<file path="config.mk">
export PLATFORM = sky130hd
export DESIGN_NAME = thumb_ctrl_top
export DESIGN_NICKNAME = d
export VERILOG_FILES = /design/src/thumb_ctrl_pkg.sv /design/src/seq_ctrl_if.sv /design/src/ctrl_word_if.sv /design/src/inst_fields_if.sv /design/src/thumb_ctrl_top.sv /design/src/ctrl_output_stage.sv /design/src/reg_list_sequencer.sv /design/src/alu_op_decode.sv /design/src/inst_class_decode.sv
export SDC_FILE = /design/constraint.sdc
export NUM_CORES = 1
export LEC_CHECK = 0
export ABC_AREA = 1
export BUFFER_PORTS_ARGS = -buffer_cell sky130_fd_sc_hd__buf_2
export CAP_MARGIN = 15
export CORE_ASPECT_RATIO = 0.6
export CORE_MARGIN = 10
export CORE_UTILIZATION = 55
export CTS_CLUSTER_DIAMETER = 150
export DETAILED_ROUTE_END_ITERATION = 16
export HOLD_SLACK_MARGIN = 0.06
export PLACE_DENSITY = 0.92
export SLEW_MARGIN = 0
export SYNTH_ARGS = -nofsm -noshare
export SYNTH_HDL_FRONTEND = slang
export SYNTH_SLANG_ARGS = --single-unit
export TNS_END_PERCENT = 20
</file>
<file path="constraint.sdc">
create_clock -name clk_i -period 11.1 [get_ports clk_i]
set_input_delay 1.11 -clock clk_i [delete_from_list [all_inputs] [get_ports clk_i]]
set_output_delay 1.11 -clock clk_i [all_outputs]
set_load 0.02 [all_outputs]
</file>
<file path="src/thumb_ctrl_pkg.sv">
`default_nettype none

package thumb_ctrl_pkg;

    // datapath widths
    localparam int unsigned INST_WIDTH     = 16;
    localparam int unsigned WORD           = 32;
    localparam int unsigned ADDR_WIDTH     = 4;
    localparam int unsigned REG_LIST_WIDTH = 16;

    // step counter is wide enough for a full sixteen entry list
    localparam int unsigned STEP_WIDTH = 5;

    // fixed register numbers
    localparam logic [ADDR_WIDTH-1:0] SP_REG_NUM = 4'd13;
    localparam int unsigned           LR_REG_NUM = 14;

    // each listed register moves the address by one word
    localparam logic [WORD-1:0] BYTES_PER_REG = 32'd4;

    // instruction field positions
    localparam int unsigned SUB_OP_HI    = 13;
    localparam int unsigned SUB_OP_LO    = 9;
    localparam int unsigned DP_OP_HI     = 9;
    localparam int unsigned DP_OP_LO     = 6;
    localparam int unsigned LOAD_BIT_POS = 11;
    localparam int unsigned BASE_HI      = 10;
    localparam int unsigned BASE_LO      = 8;
    localparam int unsigned LIST_HI      = 7;
    localparam int unsigned PUSH_LR_POS  = 8;

    typedef enum logic [2:0] {
        SHIFT_IMM,
        DATA_PROC,
        LS_REG,
        LS_IMM,
        PUSH,
        STM,
        INVALID
    } inst_class_e;

    typedef enum logic [3:0] {
        ADD,
        SUB,
        AND,
        OR,
        XOR,
        LSL,
        LSR,
        ASR,
        ADC,
        SBC,
        ROR,
        MUL,
        BIC,
        MVN
    } alu_op_e;

    typedef enum logic [1:0] {
        FROM_REG,
        FROM_IMM,
        FROM_ZERO,
        FROM_ACCUMULATOR
    } alu_src_e;

endpackage

`default_nettype wire
</file>
<file path="src/seq_ctrl_if.sv">
`default_nettype none

interface seq_ctrl_if;
    import thumb_ctrl_pkg::*;

    logic                  active;
    logic                  stall;
    logic                  mem_write;
    logic                  reg_write;
    logic                  addr_2_from_ctrl;
    logic                  dest_from_ctrl;
    logic [ADDR_WIDTH-1:0] reg_addr;
    logic [WORD-1:0]       acc_imm;

    modport src (
        output active, stall, mem_write, reg_write, addr_2_from_ctrl, dest_from_ctrl,
        output reg_addr, acc_imm
    );

    modport dst (
        input active, stall, mem_write, reg_write, addr_2_from_ctrl, dest_from_ctrl,
        input reg_addr, acc_imm
    );

endinterface

`default_nettype wire

</file>
<file path="src/ctrl_word_if.sv">
`default_nettype none

interface ctrl_word_if;
    import thumb_ctrl_pkg::*;

    logic     valid;
    logic     update_flag;
    logic     mem_write;
    logic     mem_read;
    logic     reg_write;
    logic     data_from_mem;
    alu_src_e alu_a_sel;
    alu_src_e alu_b_sel;
    alu_op_e  alu_op;
    logic     reg_3_select;

    modport src (
        output valid, update_flag, mem_write, mem_read, reg_write, data_from_mem,
        output alu_a_sel, alu_b_sel, alu_op, reg_3_select
    );

    modport dst (
        input valid, update_flag, mem_write, mem_read, reg_write, data_from_mem,
        input alu_a_sel, alu_b_sel, alu_op, reg_3_select
    );

endinterface

`default_nettype wire

</file>
<file path="src/inst_fields_if.sv">
`default_nettype none

interface inst_fields_if;
    import thumb_ctrl_pkg::*;

    inst_class_e               inst_class;
    logic [4:0]                sub_op;
    logic [3:0]                dp_op;
    logic                      load_bit;
    logic [REG_LIST_WIDTH-1:0] reg_list;
    logic [2:0]                base_reg;

    modport src (
        output inst_class, sub_op, dp_op, load_bit, reg_list, base_reg
    );

    modport dst (
        input inst_class, sub_op, dp_op, load_bit, reg_list, base_reg
    );

endinterface

`default_nettype wire

</file>
<file path="src/thumb_ctrl_top.sv">
`default_nettype none

module thumb_ctrl_top (
    input  logic                                    clk_i,
    input  logic                                    reset_i,
    input  logic                                    is_valid_i,
    input  logic [thumb_ctrl_pkg::INST_WIDTH-1:0]   instruction_i,
    output logic                                    is_valid_o,
    output logic                                    update_flag_o,
    output logic                                    mem_write_en_o,
    output logic                                    mem_read_en_o,
    output logic                                    reg_write_en_o,
    output logic                                    reg_data_from_mem_o,
    output thumb_ctrl_pkg::alu_src_e                alu_a_sel_o,
    output thumb_ctrl_pkg::alu_src_e                alu_b_sel_o,
    output thumb_ctrl_pkg::alu_op_e                 alu_op_o,
    output logic                                    stall_o,
    output logic                                    reg_addr_2_from_ctrl_o,
    output logic                                    reg_dest_from_ctrl_o,
    output logic                                    reg_3_select_o,
    output logic [thumb_ctrl_pkg::WORD-1:0]         accumulator_imm_o,
    output logic [thumb_ctrl_pkg::ADDR_WIDTH-1:0]   reg_file_addr_o
);

    inst_fields_if fields ();
    ctrl_word_if   word ();
    seq_ctrl_if    seq ();

    inst_class_decode inst_class_decode_i (
        .instruction_i (instruction_i),
        .is_valid_i    (is_valid_i),
        .fields        (fields.src)
    );

    alu_op_decode alu_op_decode_i (
        .fields (fields.dst),
        .word   (word.src)
    );

    // the only stateful block, it owns the outputs during STM and push
    reg_list_sequencer reg_list_sequencer_i (
        .clk_i   (clk_i),
        .reset_i (reset_i),
        .fields  (fields.dst),
        .seq     (seq.src)
    );

    ctrl_output_stage ctrl_output_stage_i (
        .word                   (word.dst),
        .seq                    (seq.dst),
        .is_valid_o             (is_valid_o),
        .update_flag_o          (update_flag_o),
        .mem_write_en_o         (mem_write_en_o),
        .mem_read_en_o          (mem_read_en_o),
        .reg_write_en_o         (reg_write_en_o),
        .reg_data_from_mem_o    (reg_data_from_mem_o),
        .alu_a_sel_o            (alu_a_sel_o),
        .alu_b_sel_o            (alu_b_sel_o),
        .alu_op_o               (alu_op_o),
        .stall_o                (stall_o),
        .reg_addr_2_from_ctrl_o (reg_addr_2_from_ctrl_o),
        .reg_dest_from_ctrl_o   (reg_dest_from_ctrl_o),
        .reg_3_select_o         (reg_3_select_o),
        .accumulator_imm_o      (accumulator_imm_o),
        .reg_file_addr_o        (reg_file_addr_o)
    );

endmodule

`default_nettype wire

</file>
<file path="src/ctrl_output_stage.sv">
`default_nettype none

module ctrl_output_stage (
    ctrl_word_if.dst                                word,
    seq_ctrl_if.dst                                 seq,
    output logic                                    is_valid_o,
    output logic                                    update_flag_o,
    output logic                                    mem_write_en_o,
    output logic                                    mem_read_en_o,
    output logic                                    reg_write_en_o,
    output logic                                    reg_data_from_mem_o,
    output thumb_ctrl_pkg::alu_src_e                alu_a_sel_o,
    output thumb_ctrl_pkg::alu_src_e                alu_b_sel_o,
    output thumb_ctrl_pkg::alu_op_e                 alu_op_o,
    output logic                                    stall_o,
    output logic                                    reg_addr_2_from_ctrl_o,
    output logic                                    reg_dest_from_ctrl_o,
    output logic                                    reg_3_select_o,
    output logic [thumb_ctrl_pkg::WORD-1:0]         accumulator_imm_o,
    output logic [thumb_ctrl_pkg::ADDR_WIDTH-1:0]   reg_file_addr_o
);
    import thumb_ctrl_pkg::*;

    // the decoder already picks sub for push and add for STM
    assign alu_op_o            = word.alu_op;
    assign alu_a_sel_o         = word.alu_a_sel;
    assign reg_data_from_mem_o = word.data_from_mem;
    assign reg_3_select_o      = word.reg_3_select;
    assign is_valid_o          = word.valid;

    always_comb begin
        update_flag_o = word.update_flag;

        if (seq.active) begin
            mem_write_en_o         = seq.mem_write;
            mem_read_en_o          = 1'b0;
            reg_write_en_o         = seq.reg_write;
            stall_o                = seq.stall;
            reg_addr_2_from_ctrl_o = seq.addr_2_from_ctrl;
            reg_dest_from_ctrl_o   = seq.dest_from_ctrl;
            alu_b_sel_o            = FROM_ACCUMULATOR;
            accumulator_imm_o      = seq.acc_imm;
            reg_file_addr_o        = seq.reg_addr;
        end else begin
            mem_write_en_o         = word.mem_write;
            mem_read_en_o          = word.mem_read;
            reg_write_en_o         = word.reg_write;
            stall_o                = 1'b0;
            reg_addr_2_from_ctrl_o = 1'b0;
            reg_dest_from_ctrl_o   = 1'b0;
            alu_b_sel_o            = word.alu_b_sel;
            accumulator_imm_o      = '0;
            reg_file_addr_o        = '0;
        end

        // an invalid slot must not touch memory, registers or flags
        if (!word.valid) begin
            update_flag_o  = 1'b0;
            mem_write_en_o = 1'b0;
            mem_read_en_o  = 1'b0;
            reg_write_en_o = 1'b0;
            stall_o        = 1'b0;
        end
    end

endmodule

`default_nettype wire

</file>
<file path="src/reg_list_sequencer.sv">
`default_nettype none

module reg_list_sequencer (
    input  logic       clk_i,
    input  logic       reset_i,
    inst_fields_if.dst fields,
    seq_ctrl_if.src    seq
);
    import thumb_ctrl_pkg::*;

    logic [STEP_WIDTH-1:0]     step_q;
    logic [REG_LIST_WIDTH-1:0] hold_mask_q;
    logic [REG_LIST_WIDTH-1:0] pending;
    logic [ADDR_WIDTH-1:0]     next_reg;
    logic                      found;
    logic                      is_push;
    logic [STEP_WIDTH-1:0]     n_regs;
    logic [WORD-1:0]           n_bytes;
    logic [WORD-1:0]           step_bytes;

    assign is_push    = (fields.inst_class == PUSH);
    assign seq.active = is_push || (fields.inst_class == STM);
    assign pending    = fields.reg_list & hold_mask_q;
    assign n_regs     = STEP_WIDTH'($countones(fields.reg_list));
    assign n_bytes    = WORD'(n_regs) * BYTES_PER_REG;
    assign step_bytes = WORD'(step_q) * BYTES_PER_REG;

    // scan from the top so the lowest pending register wins
    always_comb begin
        next_reg = '0;
        found    = 1'b0;
        for (int i = REG_LIST_WIDTH - 1; i >= 0; i--) begin
            if (pending[i]) begin
                next_reg = ADDR_WIDTH'(i);
                found    = 1'b1;
            end
        end
    end

    always_comb begin
        seq.stall            = seq.active && found;
        seq.mem_write        = seq.active && found;
        seq.addr_2_from_ctrl = seq.active && found;
        seq.reg_write        = seq.active && !found;
        seq.dest_from_ctrl   = seq.active && !found && !is_push;

        if (found) begin
            seq.reg_addr = next_reg;
            // push stores from the top of the new frame, STM from the base up
            seq.acc_imm  = is_push ? (n_bytes - step_bytes) : step_bytes;
        end else begin
            // last cycle writes back the base register or SP
            seq.reg_addr = is_push ? SP_REG_NUM : ADDR_WIDTH'(fields.base_reg);
            seq.acc_imm  = n_bytes;
        end
    end

    always_ff @(posedge clk_i) begin
        if (reset_i || !seq.stall) begin
            step_q      <= '0;
            hold_mask_q <= '1;
        end else begin
            step_q      <= step_q + 1'b1;
            hold_mask_q <= hold_mask_q & ~(REG_LIST_WIDTH'(1) << next_reg);
        end
    end

endmodule

`default_nettype wire

</file>
<file path="src/alu_op_decode.sv">
`default_nettype none

module alu_op_decode (
    inst_fields_if.dst fields,
    ctrl_word_if.src   word
);
    import thumb_ctrl_pkg::*;

    always_comb begin
        word.valid         = (fields.inst_class != INVALID);
        word.update_flag   = 1'b0;
        word.mem_write     = 1'b0;
        word.mem_read      = 1'b0;
        word.reg_write     = 1'b0;
        word.data_from_mem = 1'b0;
        word.alu_a_sel     = FROM_REG;
        word.alu_b_sel     = FROM_REG;
        word.alu_op        = ADD;
        word.reg_3_select  = 1'b0;

        case (fields.inst_class)
            SHIFT_IMM: begin
                // nearly every encoding here sets flags and writes a register
                word.update_flag = 1'b1;
                word.reg_write   = 1'b1;
                casez (fields.sub_op)
                    5'b000??: begin
                        word.alu_op    = LSL;
                        word.alu_b_sel = FROM_IMM;
                    end
                    5'b001??: begin
                        word.alu_op    = LSR;
                        word.alu_b_sel = FROM_IMM;
                    end
                    5'b010??: begin
                        word.alu_op    = ASR;
                        word.alu_b_sel = FROM_IMM;
                    end
                    5'b01100: word.alu_op = ADD;
                    5'b01101: word.alu_op = SUB;
                    5'b01110, 5'b110??: begin
                        word.alu_op    = ADD;
                        word.alu_b_sel = FROM_IMM;
                    end
                    5'b01111, 5'b111??: begin
                        word.alu_op    = SUB;
                        word.alu_b_sel = FROM_IMM;
                    end
                    5'b100??: begin
                        // move is zero plus the immediate
                        word.alu_a_sel = FROM_ZERO;
                        word.alu_b_sel = FROM_IMM;
                    end
                    default: begin
                        // compare only leaves the flags behind
                        word.alu_op    = SUB;
                        word.alu_b_sel = FROM_IMM;
                        word.reg_write = 1'b0;
                    end
                endcase
            end
            DATA_PROC: begin
                word.update_flag = 1'b1;
                word.reg_write   = 1'b1;
                case (fields.dp_op)
                    4'd0:  word.alu_op = AND;
                    4'd1:  word.alu_op = XOR;
                    4'd2:  word.alu_op = LSL;
                    4'd3:  word.alu_op = LSR;
                    4'd4:  word.alu_op = ASR;
                    4'd5:  word.alu_op = ADC;
                    4'd6:  word.alu_op = SBC;
                    4'd7:  word.alu_op = ROR;
                    4'd8: begin
                        word.alu_op    = AND;
                        word.reg_write = 1'b0;
                    end
                    4'd9: begin
                        // negate is zero minus the register
                        word.alu_op    = SUB;
                        word.alu_a_sel = FROM_ZERO;
                    end
                    4'd10: begin
                        word.alu_op    = SUB;
                        word.reg_write = 1'b0;
                    end
                    4'd11: word.reg_write = 1'b0;
                    4'd12: word.alu_op = OR;
                    4'd13: word.alu_op = MUL;
                    4'd14: word.alu_op = BIC;
                    default: word.alu_op = MVN;
                endcase
            end
            LS_REG: begin
                word.data_from_mem = 1'b1;
                // the signed loads sit in the store half of the encoding
                if (fields.load_bit || (fields.sub_op[1:0] == 2'b11)) begin
                    word.mem_read  = 1'b1;
                    word.reg_write = 1'b1;
                end else begin
                    word.mem_write    = 1'b1;
                    word.reg_3_select = 1'b1;
                end
            end
            LS_IMM: begin
                word.alu_b_sel     = FROM_IMM;
                word.data_from_mem = 1'b1;
                if (fields.load_bit) begin
                    word.mem_read  = 1'b1;
                    word.reg_write = 1'b1;
                end else begin
                    word.mem_write = 1'b1;
                end
            end
            // push walks the stack downward, STM keeps the default add
            PUSH: word.alu_op = SUB;
            default: ;
        endcase
    end

endmodule

`default_nettype wire

</file>
<file path="src/inst_class_decode.sv">
`default_nettype none

module inst_class_decode (
    input  logic [thumb_ctrl_pkg::INST_WIDTH-1:0] instruction_i,
    input  logic                                  is_valid_i,
    inst_fields_if.src                            fields
);
    import thumb_ctrl_pkg::*;

    // plain bit slices that every group shares
    assign fields.sub_op   = instruction_i[SUB_OP_HI:SUB_OP_LO];
    assign fields.dp_op    = instruction_i[DP_OP_HI:DP_OP_LO];
    assign fields.load_bit = instruction_i[LOAD_BIT_POS];
    assign fields.base_reg = instruction_i[BASE_HI:BASE_LO];

    always_comb begin
        fields.inst_class = INVALID;
        fields.reg_list   = '0;

        if (is_valid_i) begin
            if (instruction_i[15:14] == 2'b00) begin
                fields.inst_class = SHIFT_IMM;
            end else if (instruction_i[15:10] == 6'b010000) begin
                fields.inst_class = DATA_PROC;
            end else if (instruction_i[15:12] == 4'b0101) begin
                fields.inst_class = LS_REG;
            end else if ((instruction_i[15:13] == 3'b011) ||
                         (instruction_i[15:12] == 4'b1000) ||
                         (instruction_i[15:12] == 4'b1001)) begin
                // word/byte, halfword and SP-relative offsets all land here
                fields.inst_class = LS_IMM;
            end else if (instruction_i[15:9] == 7'b1011010) begin
                fields.inst_class                 = PUSH;
                fields.reg_list[LIST_HI:0]        = instruction_i[LIST_HI:0];
                // the extra push bit stands for the link register
                fields.reg_list[LR_REG_NUM]       = instruction_i[PUSH_LR_POS];
            end else if (instruction_i[15:11] == 5'b11000) begin
                fields.inst_class          = STM;
                fields.reg_list[LIST_HI:0] = instruction_i[LIST_HI:0];
            end
        end
    end

endmodule

`default_nettype wire

</file>
==> key figures, run 1 <==
Job
  • Max-Cap Viols: 0

Timing
  • Slew @ Worst Pin: 0.601 ns
  • Final setup TNS: 0 ns
  • Final Skew: 0.00331 ns
  • FMAX: 148 MHz
  • RSZ-0062 raised after global routing: false
  • Max-slew headroom: 59.6%
  • Max Transition Viols Final: 0
  • Tmin final: 6.74 ns
  • Period utilisation layout: 60.7%
  • Setup violation total in the final timing report: 0
  • Final hold slack: 0.458 ns
  • Final Hold Fails: 0

Floorplanning
  • Initial Utilization: 56.8%
  • Io pins: 73
  • Num rows: 17
  • Die width: 99.1 um
  • Die ar.: 6690 um^2
  • Die Ht: 67.5 um
  • Core area: 3640 um^2

Place
  • DP Wirelength: 5090 um
  • Dpl cell area: 2240 um^2
  • Buffers on Ports: 69
  • Routability cong.: 1.01

Routing
  • ANT nets after route: 0
  • Final WL: 5890 um
  • Vias: 2146
  • Via density: 5.15
  • DRC: 0
  • First DRT Iteration DRCs: 180
  • DR pass1 iterations: 5
  • Routed WL per cell: 14.1 um

Clocking
  • H-Tree Depth: 1
  • Post-CTS resize count: 0
  • Reg clk slew, reported paths: 0.06 ns
  • Clk Latency, worst-skew pair: 0.25 ns
  • CTS Buffer Depth: 2
  • CTS Root Cell: clkbuf_8
  • Post-CTS Setup Inserts: 0
  • TritonCTS buffer count: 3
  • CTS tree: built
  • Post-CTS Hold Buffers: 0
  • CTS sink cnt: 14

Layout
  • Area grow syn2layout: 11.1%
  • Ant diodes: 0
  • Layout Utilization: 63.1%
  • Final nets: 406
  • Fin area: 2300 um^2
  • Layout cell share with drive strength beyond 1: 32.7%

Global routing
  • Overflow after GRT: 0
  • Initial antenna violation count: 0
  • First-pass GRT wire length: 9590 um
  • Total GRT Usage: 17.0%
  • Pin count of the biggest net entering global routing: 26
  • Vias in the first global route: 1984

Pwr
  • Leakage power: 1.42 nW
  • Pwr/cell area: 61.9 nW/um^2
  • Overall Power: 0.142 mW
  • Max VDD drop: 0.0487 mV

Synthesis
  • Cell area after synthesis: 2070 um^2
  • Syn Inst Count: 326
  • Sequential share of the synthesized area: 13.6%
  • Syn Area/Cell: 6.34 um^2
  • Syn. warnings: 0
  • Mux contribution to synthesized area: 0%
  • Simple-gate area share of the yosys netlist: 41.6%
  • Synth Register Bits: 14
  • Synth Area in Compound Gates: 9.02%
  • Largest family of logic cells by synthesized area: simple AND/OR/NAND/NOR gates
  • Distinct cells, synth: 35
  • Post-Synth Adder-Cell Area: 11.9%
  • XOR/XNOR Fraction of Synth Area: 2.12%

Critical path
  • Worst Setup Path Type: primary input to output pin
  • R2R setup slack: 9.63 ns
  • CP required: 9.99 ns
  • Critical Path End Type: output pin
  • CP startpoint kind: primary input
  • CP max FO: 25
  • Worst path arrival time: 5.63 ns

Hold path
  • Hold Crit Class: flip-flop to flip-flop

Status
  • Status: completed
[worst paths after layout]
kind,cells after the start,end,startpoint
worst max-delay path,21,accumulator_imm_o[20],instruction_i[12]
worst min-delay path,2,reg_list_sequencer_i.hold_mask_q[6],reg_list_sequencer_i.hold_mask_q[6]
worst max register to register,9,reg_list_sequencer_i.hold_mask_q[6],reg_list_sequencer_i.hold_mask_q[14]
worst min register to register,2,reg_list_sequencer_i.hold_mask_q[6],reg_list_sequencer_i.hold_mask_q[6]
[sequential cells by signal (all words and copies together), names as in the netlist]
register,count
reg_list_sequencer_i.hold_mask_q,9
reg_list_sequencer_i.step_q,5
[Yosys cell counts]
cell type   n  area [um^2]
inv_1      38          143
nand3_1    19         95.1
fa_1        6          120
o21ai_2     1         8.76
nand2_4     4         45.0
nand2_2    14         87.6
buf_6       1         11.3
o221ai_1    1         8.76
nor2_1     37          139
xor2_1      1         8.76
nor2_8      3         60.1
nor3_1      4         20.0
o21ai_1     4         20.0
nor2_4      3         33.8
buf_4      28          210
nand2_1    78          293
o211ai_1    1         7.51
buf_2       1         5.00
buf_8       1         15.0
xnor2_1     4         35.0
o31ai_1     1         7.51
o311ai_0    1         8.76
inv_2      16         60.1
nor3b_2     1         12.5
ha_1       10          125
o21ai_0    11         55.1
conb_1      1         3.75
a21oi_1     9         45.0
nor4_1      1         6.26
clkbuf_1    1         3.75
nand3_4     1         17.5
o22ai_2     2         25.0
nor2_2      2         12.5
nand4_1     6         37.5
dfxtp_1    14          280
[worst max-delay path: stages]
cell	delay (ns)
buf_2	0.14
nor2_1	0.27
nand4_1	0.20
nand2_2	0.28
nand2_1	0.10
inv_1	0.10
ha_1	0.26
fa_1	0.54
inv_1	0.06
fa_1	0.43
inv_1	0.07
ha_1	0.14
fa_1	0.44
ha_1	0.35
a21oi_1	0.17
o21ai_0	0.15
a21oi_1	0.16
nor2_1	0.05
nor3_1	0.17
buf_4	0.24
buf_2	0.19
[cell usage in the layout (no fill, tap or decap), types with 9 or more instances in the layout]
master / count
nand2_1: 78
buf_2: 69
inv_1: 38
nor2_1: 37
nand3_1: 19
inv_2: 16
nand2_2: 14
dfxtp_1: 14
o21ai_0: 11
ha_1: 10
a21oi_1: 9
[power by group]
| part | leakage (nW) | switching (mW) | internal [mW] | total (mW) |
|---|---|---|---|---|
| Combinational | 1.27 | 0.0295 | 0.0124 | 0.0419 |
| Sequential | 0.113 | 0.000267 | 0.0505 | 0.0508 |
| Clock | 0.0288 | 0.0182 | 0.0314 | 0.0496 |
| Total | 1.42 | 0.0479 | 0.0943 | 0.142 |
[kinds of logic after synthesis]
kind of cell    count (synthesis)
other cells                     1
fa+ha+maj                      16
simple gates                  173
flops                          14
xor+xnor                        5
compound gates                 31
buf+inv                        86
[area by class of cell]
class | instances | area (um^2)
clock buffers | 4 | 55.1
multi-input cells | 228 | 1350
flip-flops and latches | 14 | 280
inverters | 54 | 203
repair buffers | 70 | 353
well taps | 47 | 58.8
fillers | 357 | 1340
[routing by layer]
layer  global-route usage [%]  routed length, um  share of wire [%]
met5                        0                  0                  0
met3                     6.62                621                 11
met2                     26.4               2650                 45
met4                     1.78                 18               0.31
met1                     22.6               2600                 44
[metrics by stage]
stage / instances / setup WS [ns]
detailed placement: 413 / 4.42
global route: 417 / 4.03
global placement: 413 / 4.59
floorplan: 328 / 3.54
finish: 417 / 4.36
CTS: 417 / 4.43
No activity file was read; power rests on OpenSTA's default activity.
==> inputs of run 2 (changes only) <==
Settings changed: CORE_UTILIZATION 55 to 46, PLACE_DENSITY 0.92 to 0.83.
Clock period 11.1 ns to 6.2 ns, I/O delays scaled along.
==> key figures, run 2 (synthesized netlist as in run 1, its figures left out) <==
Status
  • Status: completed

Layout
  • Fillers: 428
  • Largest reg by FF count: reg_list_sequencer_i.hold_mask_q
  • Most frequent cells in the layout: nand2_1, buf_2, inv_1
  • Ant diodes: 0
  • Top Registers: reg_list_sequencer_i.hold_mask_q (9), reg_list_sequencer_i.step_q (5)
  • Final nets: 406
  • Non-Filler Instances: 430
  • Area grow syn2layout: 12.1%
  • Largest register FFs: 9
  • Commonest non-fill, non-tap cell in the layout: nand2_1
  • Layout cell share with drive strength beyond 1: 33.0%

Floorplanning
  • Io pins: 73
  • Core area: 4210 um^2
  • Num rows: 18
  • Die Ht: 71.9 um
  • Die width: 107 um
  • Initial Utilization: 49.1%
  • Die ar.: 7660 um^2

Global routing
  • Initial antenna violation count: 0
  • First-pass GRT wire length: 9370 um
  • Total GRT Usage: 14.4%
  • Vias in the first global route: 1914
  • GRT busiest layer: met2
  • Grt met1 use: 19.3%
  • Global routing met3 resource utilization: 6.00%
  • Pin count of the biggest net entering global routing: 26
  • GR Util met2: 21.9%
  • Overflow after GRT: 0

Clocking
  • CTS tree: built
  • CTS sink cnt: 14
  • Post-CTS Setup Inserts: 0
  • H-Tree Depth: 1
  • CTS Buffer Depth: 2
  • Reg clk slew, reported paths: 0.05 ns
  • TritonCTS buffer count: 3
  • Post-CTS Hold Buffers: 0
  • Post-CTS resize count: 0
  • CTS Root Cell: clkbuf_8
  • Clk Latency, worst-skew pair: 0.24 ns

Routing
  • ANT nets after route: 0
  • Via density: 4.89
  • DR pass1 iterations: 5
  • First DRT Iteration DRCs: 143
  • Vias: 2103
  • DRC: 0
  • Final WL: 5730 um
  • Routed WL per cell: 13.3 um

Critical path
  • CP max FO: 25
  • CP required: 5.58 ns
  • Critical Path End Type: output pin
  • Worst path arrival time: 5.07 ns
  • Worst Setup Path Type: primary input to output pin
  • CP startpoint kind: primary input

Timing
  • Setup violation total in the final timing report: 0
  • Tmin final: 5.69 ns
  • Final Hold Fails: 0
  • Max-slew headroom: 58.8%
  • Final Skew: 0.00514 ns
  • Max Transition Viols Final: 0
  • Slew @ Worst Pin: 0.613 ns
  • Final setup TNS: 0 ns
  • FMAX: 176 MHz
  • Period utilisation layout: 91.8%
  • RSZ-0062 raised after global routing: false

Pwr
  • Max VDD drop: 0.109 mV
  • Leakage power: 1.42 nW
  • Overall Power: 0.252 mW
  • Pwr/cell area: 109 nW/um^2

Job
  • Max-Cap Viols: 0

Hold path
  • Hold Crit Class: flip-flop to flip-flop

Place
  • # placed instances: 426
  • Buffers on Ports: 69
  • DP Wirelength: 5030 um
  • Routability cong.: 1.02
run 2: cell counts in the layout (fill, tap and decap cells not counted):
No cell type changed its count.
run 2: power by group:
part / internal [mW] / switching, mW / total (mW)
Combinational: 0.0222 / 0.0517 / 0.0739
Clock: 0.0562 / 0.0306 / 0.0868
Sequential: 0.0904 / 0.000436 / 0.0908
Total: 0.169 / 0.0828 / 0.252
run 2: critical path: stages:
cell and delay [ns]:
buf_2 0.14, nor2_1 0.25, nand4_1 0.20, nand2_2 0.28, nand2_1 0.09, inv_1 0.09
ha_1 0.15, inv_1 0.05, fa_1 0.53, inv_1 0.05, fa_1 0.47, ha_1 0.22
fa_1 0.45, ha_1 0.35, a21oi_1 0.15, o21ai_0 0.15, a21oi_1 0.18, nor2_1 0.07
nor3_2 0.15, buf_4 0.23, buf_2 0.20
run 2: worst paths after layout:
path / start / end / slack [ns] / cells past startpoint
worst min register to register: reg_list_sequencer_i.hold_mask_q[6] / reg_list_sequencer_i.hold_mask_q[6] / 0.46 / 2
worst min-delay path: reg_list_sequencer_i.hold_mask_q[6] / reg_list_sequencer_i.hold_mask_q[6] / 0.46 / 2
worst max-delay path: instruction_i[11] / accumulator_imm_o[7] / 0.51 / 21
worst max register to register: reg_list_sequencer_i.hold_mask_q[14] / reg_list_sequencer_i.hold_mask_q[6] / 4.71 / 9
run 2: cell type report:
class,instances,area [um^2],area share (%)
multi-input combinational,228,1350,58.3
timing repair buffer,70,353,15.2
sequential,14,280,12.1
inverter,54,203,8.75
tap,60,75.1,3.24
clock buffer,4,55.1,2.38
run 2: per-stage QoR:
step | util, % | hold slack (ns) | area (um^2) | setup slack, ns
after floorplan | - | 0.419 | 2080 | 0.366
after global placement | 53.7 | 0.447 | 2260 | 0.766
after CTS | 55.0 | 0.459 | 2320 | 0.565
final | 55.0 | 0.463 | 2320 | 0.508
after global routing | 55.0 | 0.480 | 2320 | 0.296
after detailed placement | 53.7 | 0.448 | 2260 | 0.562
run 2: per-layer routing:
metal | up-vias | part of all wire [%]
met2 | 106 | 43
met1 | 921 | 46
met5 | - | 0
met3 | 2 | 11
met4 | 0 | 0.23
li1 | 1074 | -
==> inputs of run 3 (changes only) <==
Settings changed: ABC_AREA 1 to unset.
==> key figures, run 3 <==
Status
  • Status: completed

Timing
  • Tmin final: 6.04 ns
  • Final Skew: 0.00230 ns
  • Max-slew headroom: 60.4%
  • Max Transition Viols Final: 0
  • RSZ-0062 raised after global routing: true
  • Final worst slack: 0.162 ns
  • Final Hold Fails: 0
  • FMAX: 166 MHz
  • Slew @ Worst Pin: 0.589 ns
  • Setup violation total in the final timing report: 0
  • Period utilisation layout: 97.4%

Routing
  • Final WL: 6120 um
  • ANT nets after route: 0
  • DRC: 0
  • Via density: 5.69
  • DR pass1 iterations: 4
  • Vias: 2132
  • First DRT Iteration DRCs: 202
  • Routed WL per cell: 16.3 um

Floorplanning
  • Die ar.: 7690 um^2
  • Initial Utilization: 49.1%
  • Die width: 107 um
  • Core area: 4230 um^2
  • Io pins: 73
  • Die Ht: 72.1 um
  • Num rows: 18

Clocking
  • TritonCTS buffer count: 3
  • Reg clk slew, reported paths: 0.05 ns
  • CTS Root Cell: clkbuf_8
  • Clk Latency, worst-skew pair: 0.24 ns
  • CTS sink cnt: 14
  • CTS Buffer Depth: 2
  • CTS tree: built
  • Post-CTS Hold Buffers: 0
  • H-Tree Depth: 1

Synthesis
  • Sequential share of the synthesized area: 13.5%
  • Syn Area/Cell: 7.42 um^2
  • Cell area after synthesis: 2080 um^2
  • Distinct cells, synth: 66
  • Synth Register Bits: 14
  • Yosys top cell area share: 13.5%
  • Top post-synthesis cells by count: buf_4, inv_1, nor2_1
  • Syn. warnings: 0
  • Cell with the most instances after synthesis: buf_4
  • Synth area leaders: dfxtp_1, buf_4, ha_1
  • Syn Inst Count: 280
  • Main synth FF type: dfxtp_1
  • Cell accounting for the most synthesized area: dfxtp_1
  • EDFF count, synth: 0
  • Ys async rst share: 0%

Global routing
  • First-pass GRT wire length: 9650 um
  • Initial antenna violation count: 0
  • Total GRT Usage: 14.8%
  • Vias in the first global route: 1883
  • Pin count of the biggest net entering global routing: 26
  • Overflow after GRT: 0

Hold path
  • Hold Crit Class: flip-flop to flip-flop

Layout
  • Ant diodes: 0
  • Largest register FFs: 9
  • Fin area: 2310 um^2
  • Non-Filler Instances: 375
  • Layout Utilization: 54.6%
  • Most frequent cells in the layout: buf_2, inv_1, nor2_1
  • Top Registers: reg_list_sequencer_i.hold_mask_q (9), reg_list_sequencer_i.step_q (5)
  • Commonest non-fill, non-tap cell in the layout: buf_2
  • Largest reg by FF count: reg_list_sequencer_i.hold_mask_q
  • Layout cell share with drive strength beyond 1: 29.2%
  • Area grow syn2layout: 11.3%
  • Final nets: 351

Critical path
  • Crit path largest cell delay: 0.56 ns
  • Critical Path End Type: output pin
  • Slowest CP cell: or4_4
  • CP bufs+invs: 5
  • CP startpoint kind: primary input
  • CP required: 5.58 ns
  • CP max FO: 12
  • CP Cell Sequence: buf_2, or4_4, a21oi_4, o31a_1, buf_4, and3_1, ha_1, inv_1, fa_1, inv_1, fa_1, ha_1, fa_1, ha_1, nor2b_1, o21a_1, or4_1, a21oi_1, buf_2
  • Worst Setup Path Type: primary input to output pin
  • Worst path arrival time: 5.42 ns
  • Largest delay contributor family on the critical path: adder cells

Pwr
  • Leakage power: 1.22 nW
  • Overall Power: 0.272 mW
  • Pwr/cell area: 117 nW/um^2
  • Max VDD drop: 0.113 mV

Place
  • # placed instances: 368
  • Buffers on Ports: 69
  • DP Wirelength: 5050 um
  • DP Worst Slack: 0.134 ns
  • Dpl cell area: 2230 um^2
  • Routability cong.: 0.983

Job
  • Max-Cap Viols: 0
## run 3: changes by cell type after synthesis, sizes merged, moves of 6 or more
cell    change
a21oi       +9
nand3      -10
buf         +7
nand2      -82
mux2i       +6
inv        -32
nor2       -25
clkbuf      +7
a31oi       +6
and3        +9
## run 3: what timing repair did
action | in CTS | in global routing
resized for setup | 0 | 2
setup endpoints to repair | 0 | 26
setup buffers | 0 | 3
## run 3: where the power goes
| group | switching, mW | internal, mW |
|---|---|---|
| Sequential | 0.000492 | 0.0903 |
| Clock | 0.0303 | 0.0561 |
| Combinational | 0.0617 | 0.0327 |
## run 3: path summary, 6_finish.rpt
kind | from | to | slack, ns | cells after the start
setup / recovery | instruction_i[11] | accumulator_imm_o[6] | 0.16 | 19
hold / removal | reg_list_sequencer_i.hold_mask_q[5] | reg_list_sequencer_i.hold_mask_q[5] | 0.50 | 2
setup reg to reg | reg_list_sequencer_i.hold_mask_q[1] | reg_list_sequencer_i.hold_mask_q[1] | 3.95 | 6
hold reg to reg | reg_list_sequencer_i.hold_mask_q[5] | reg_list_sequencer_i.hold_mask_q[5] | 0.50 | 2
## run 3: cells by family after synthesis
group,after synthesis,share of synthesized area [%]
AND/OR/NAND/NOR,94,24.9
AO/OA/AOI/OAI,72,24.1
buffers and inverters,69,19.1
adder cells (fa/ha/maj),16,11.8
flip-flops,14,13.5
XOR/XNOR,7,2.95
multiplexers,7,3.43
other,1,0.181
## run 3: cell type report
class	instances	area, um^2
Fill cell	428	1920
Multi-Input combinational cell	199	1420
Clock buffer	4	55.1
Timing Repair Buffer	75	394
Inverter	23	86.3
Tap cell	60	75.1
Sequential cell	14	280
## run 3: worst register-to-register path, delay by kind of cell, from the launching register on
kind / cells / cell delay (ns)
buffers and inverters: 1 / 0.34
DFF: 1 / 0.34
AOI/OAI and AO/OA: 3 / 0.92
and+or+nand+nor: 2 / 0.59
## run 3: stage by stage
stage / TNS, ns / hold WS (ns)
2_1_floorplan: 0 / 0.444
5_1_grt: -0.107 / 0.538
3_3_place_gp: 0 / 0.478
4_1_cts: 0 / 0.493
3_5_place_dp: 0 / 0.484
6_report: 0 / 0.500
## run 3: layer usage
metal / share of wire, % / GRT usage, % / vias up
li1: - / - / 1035
met1: 42 / 19.7 / 975
met2: 46 / 23.4 / 116
met3: 12 / 4.41 / 6
met4: 0.96 / 2.54 / 0
met5: 0 / 0 / -
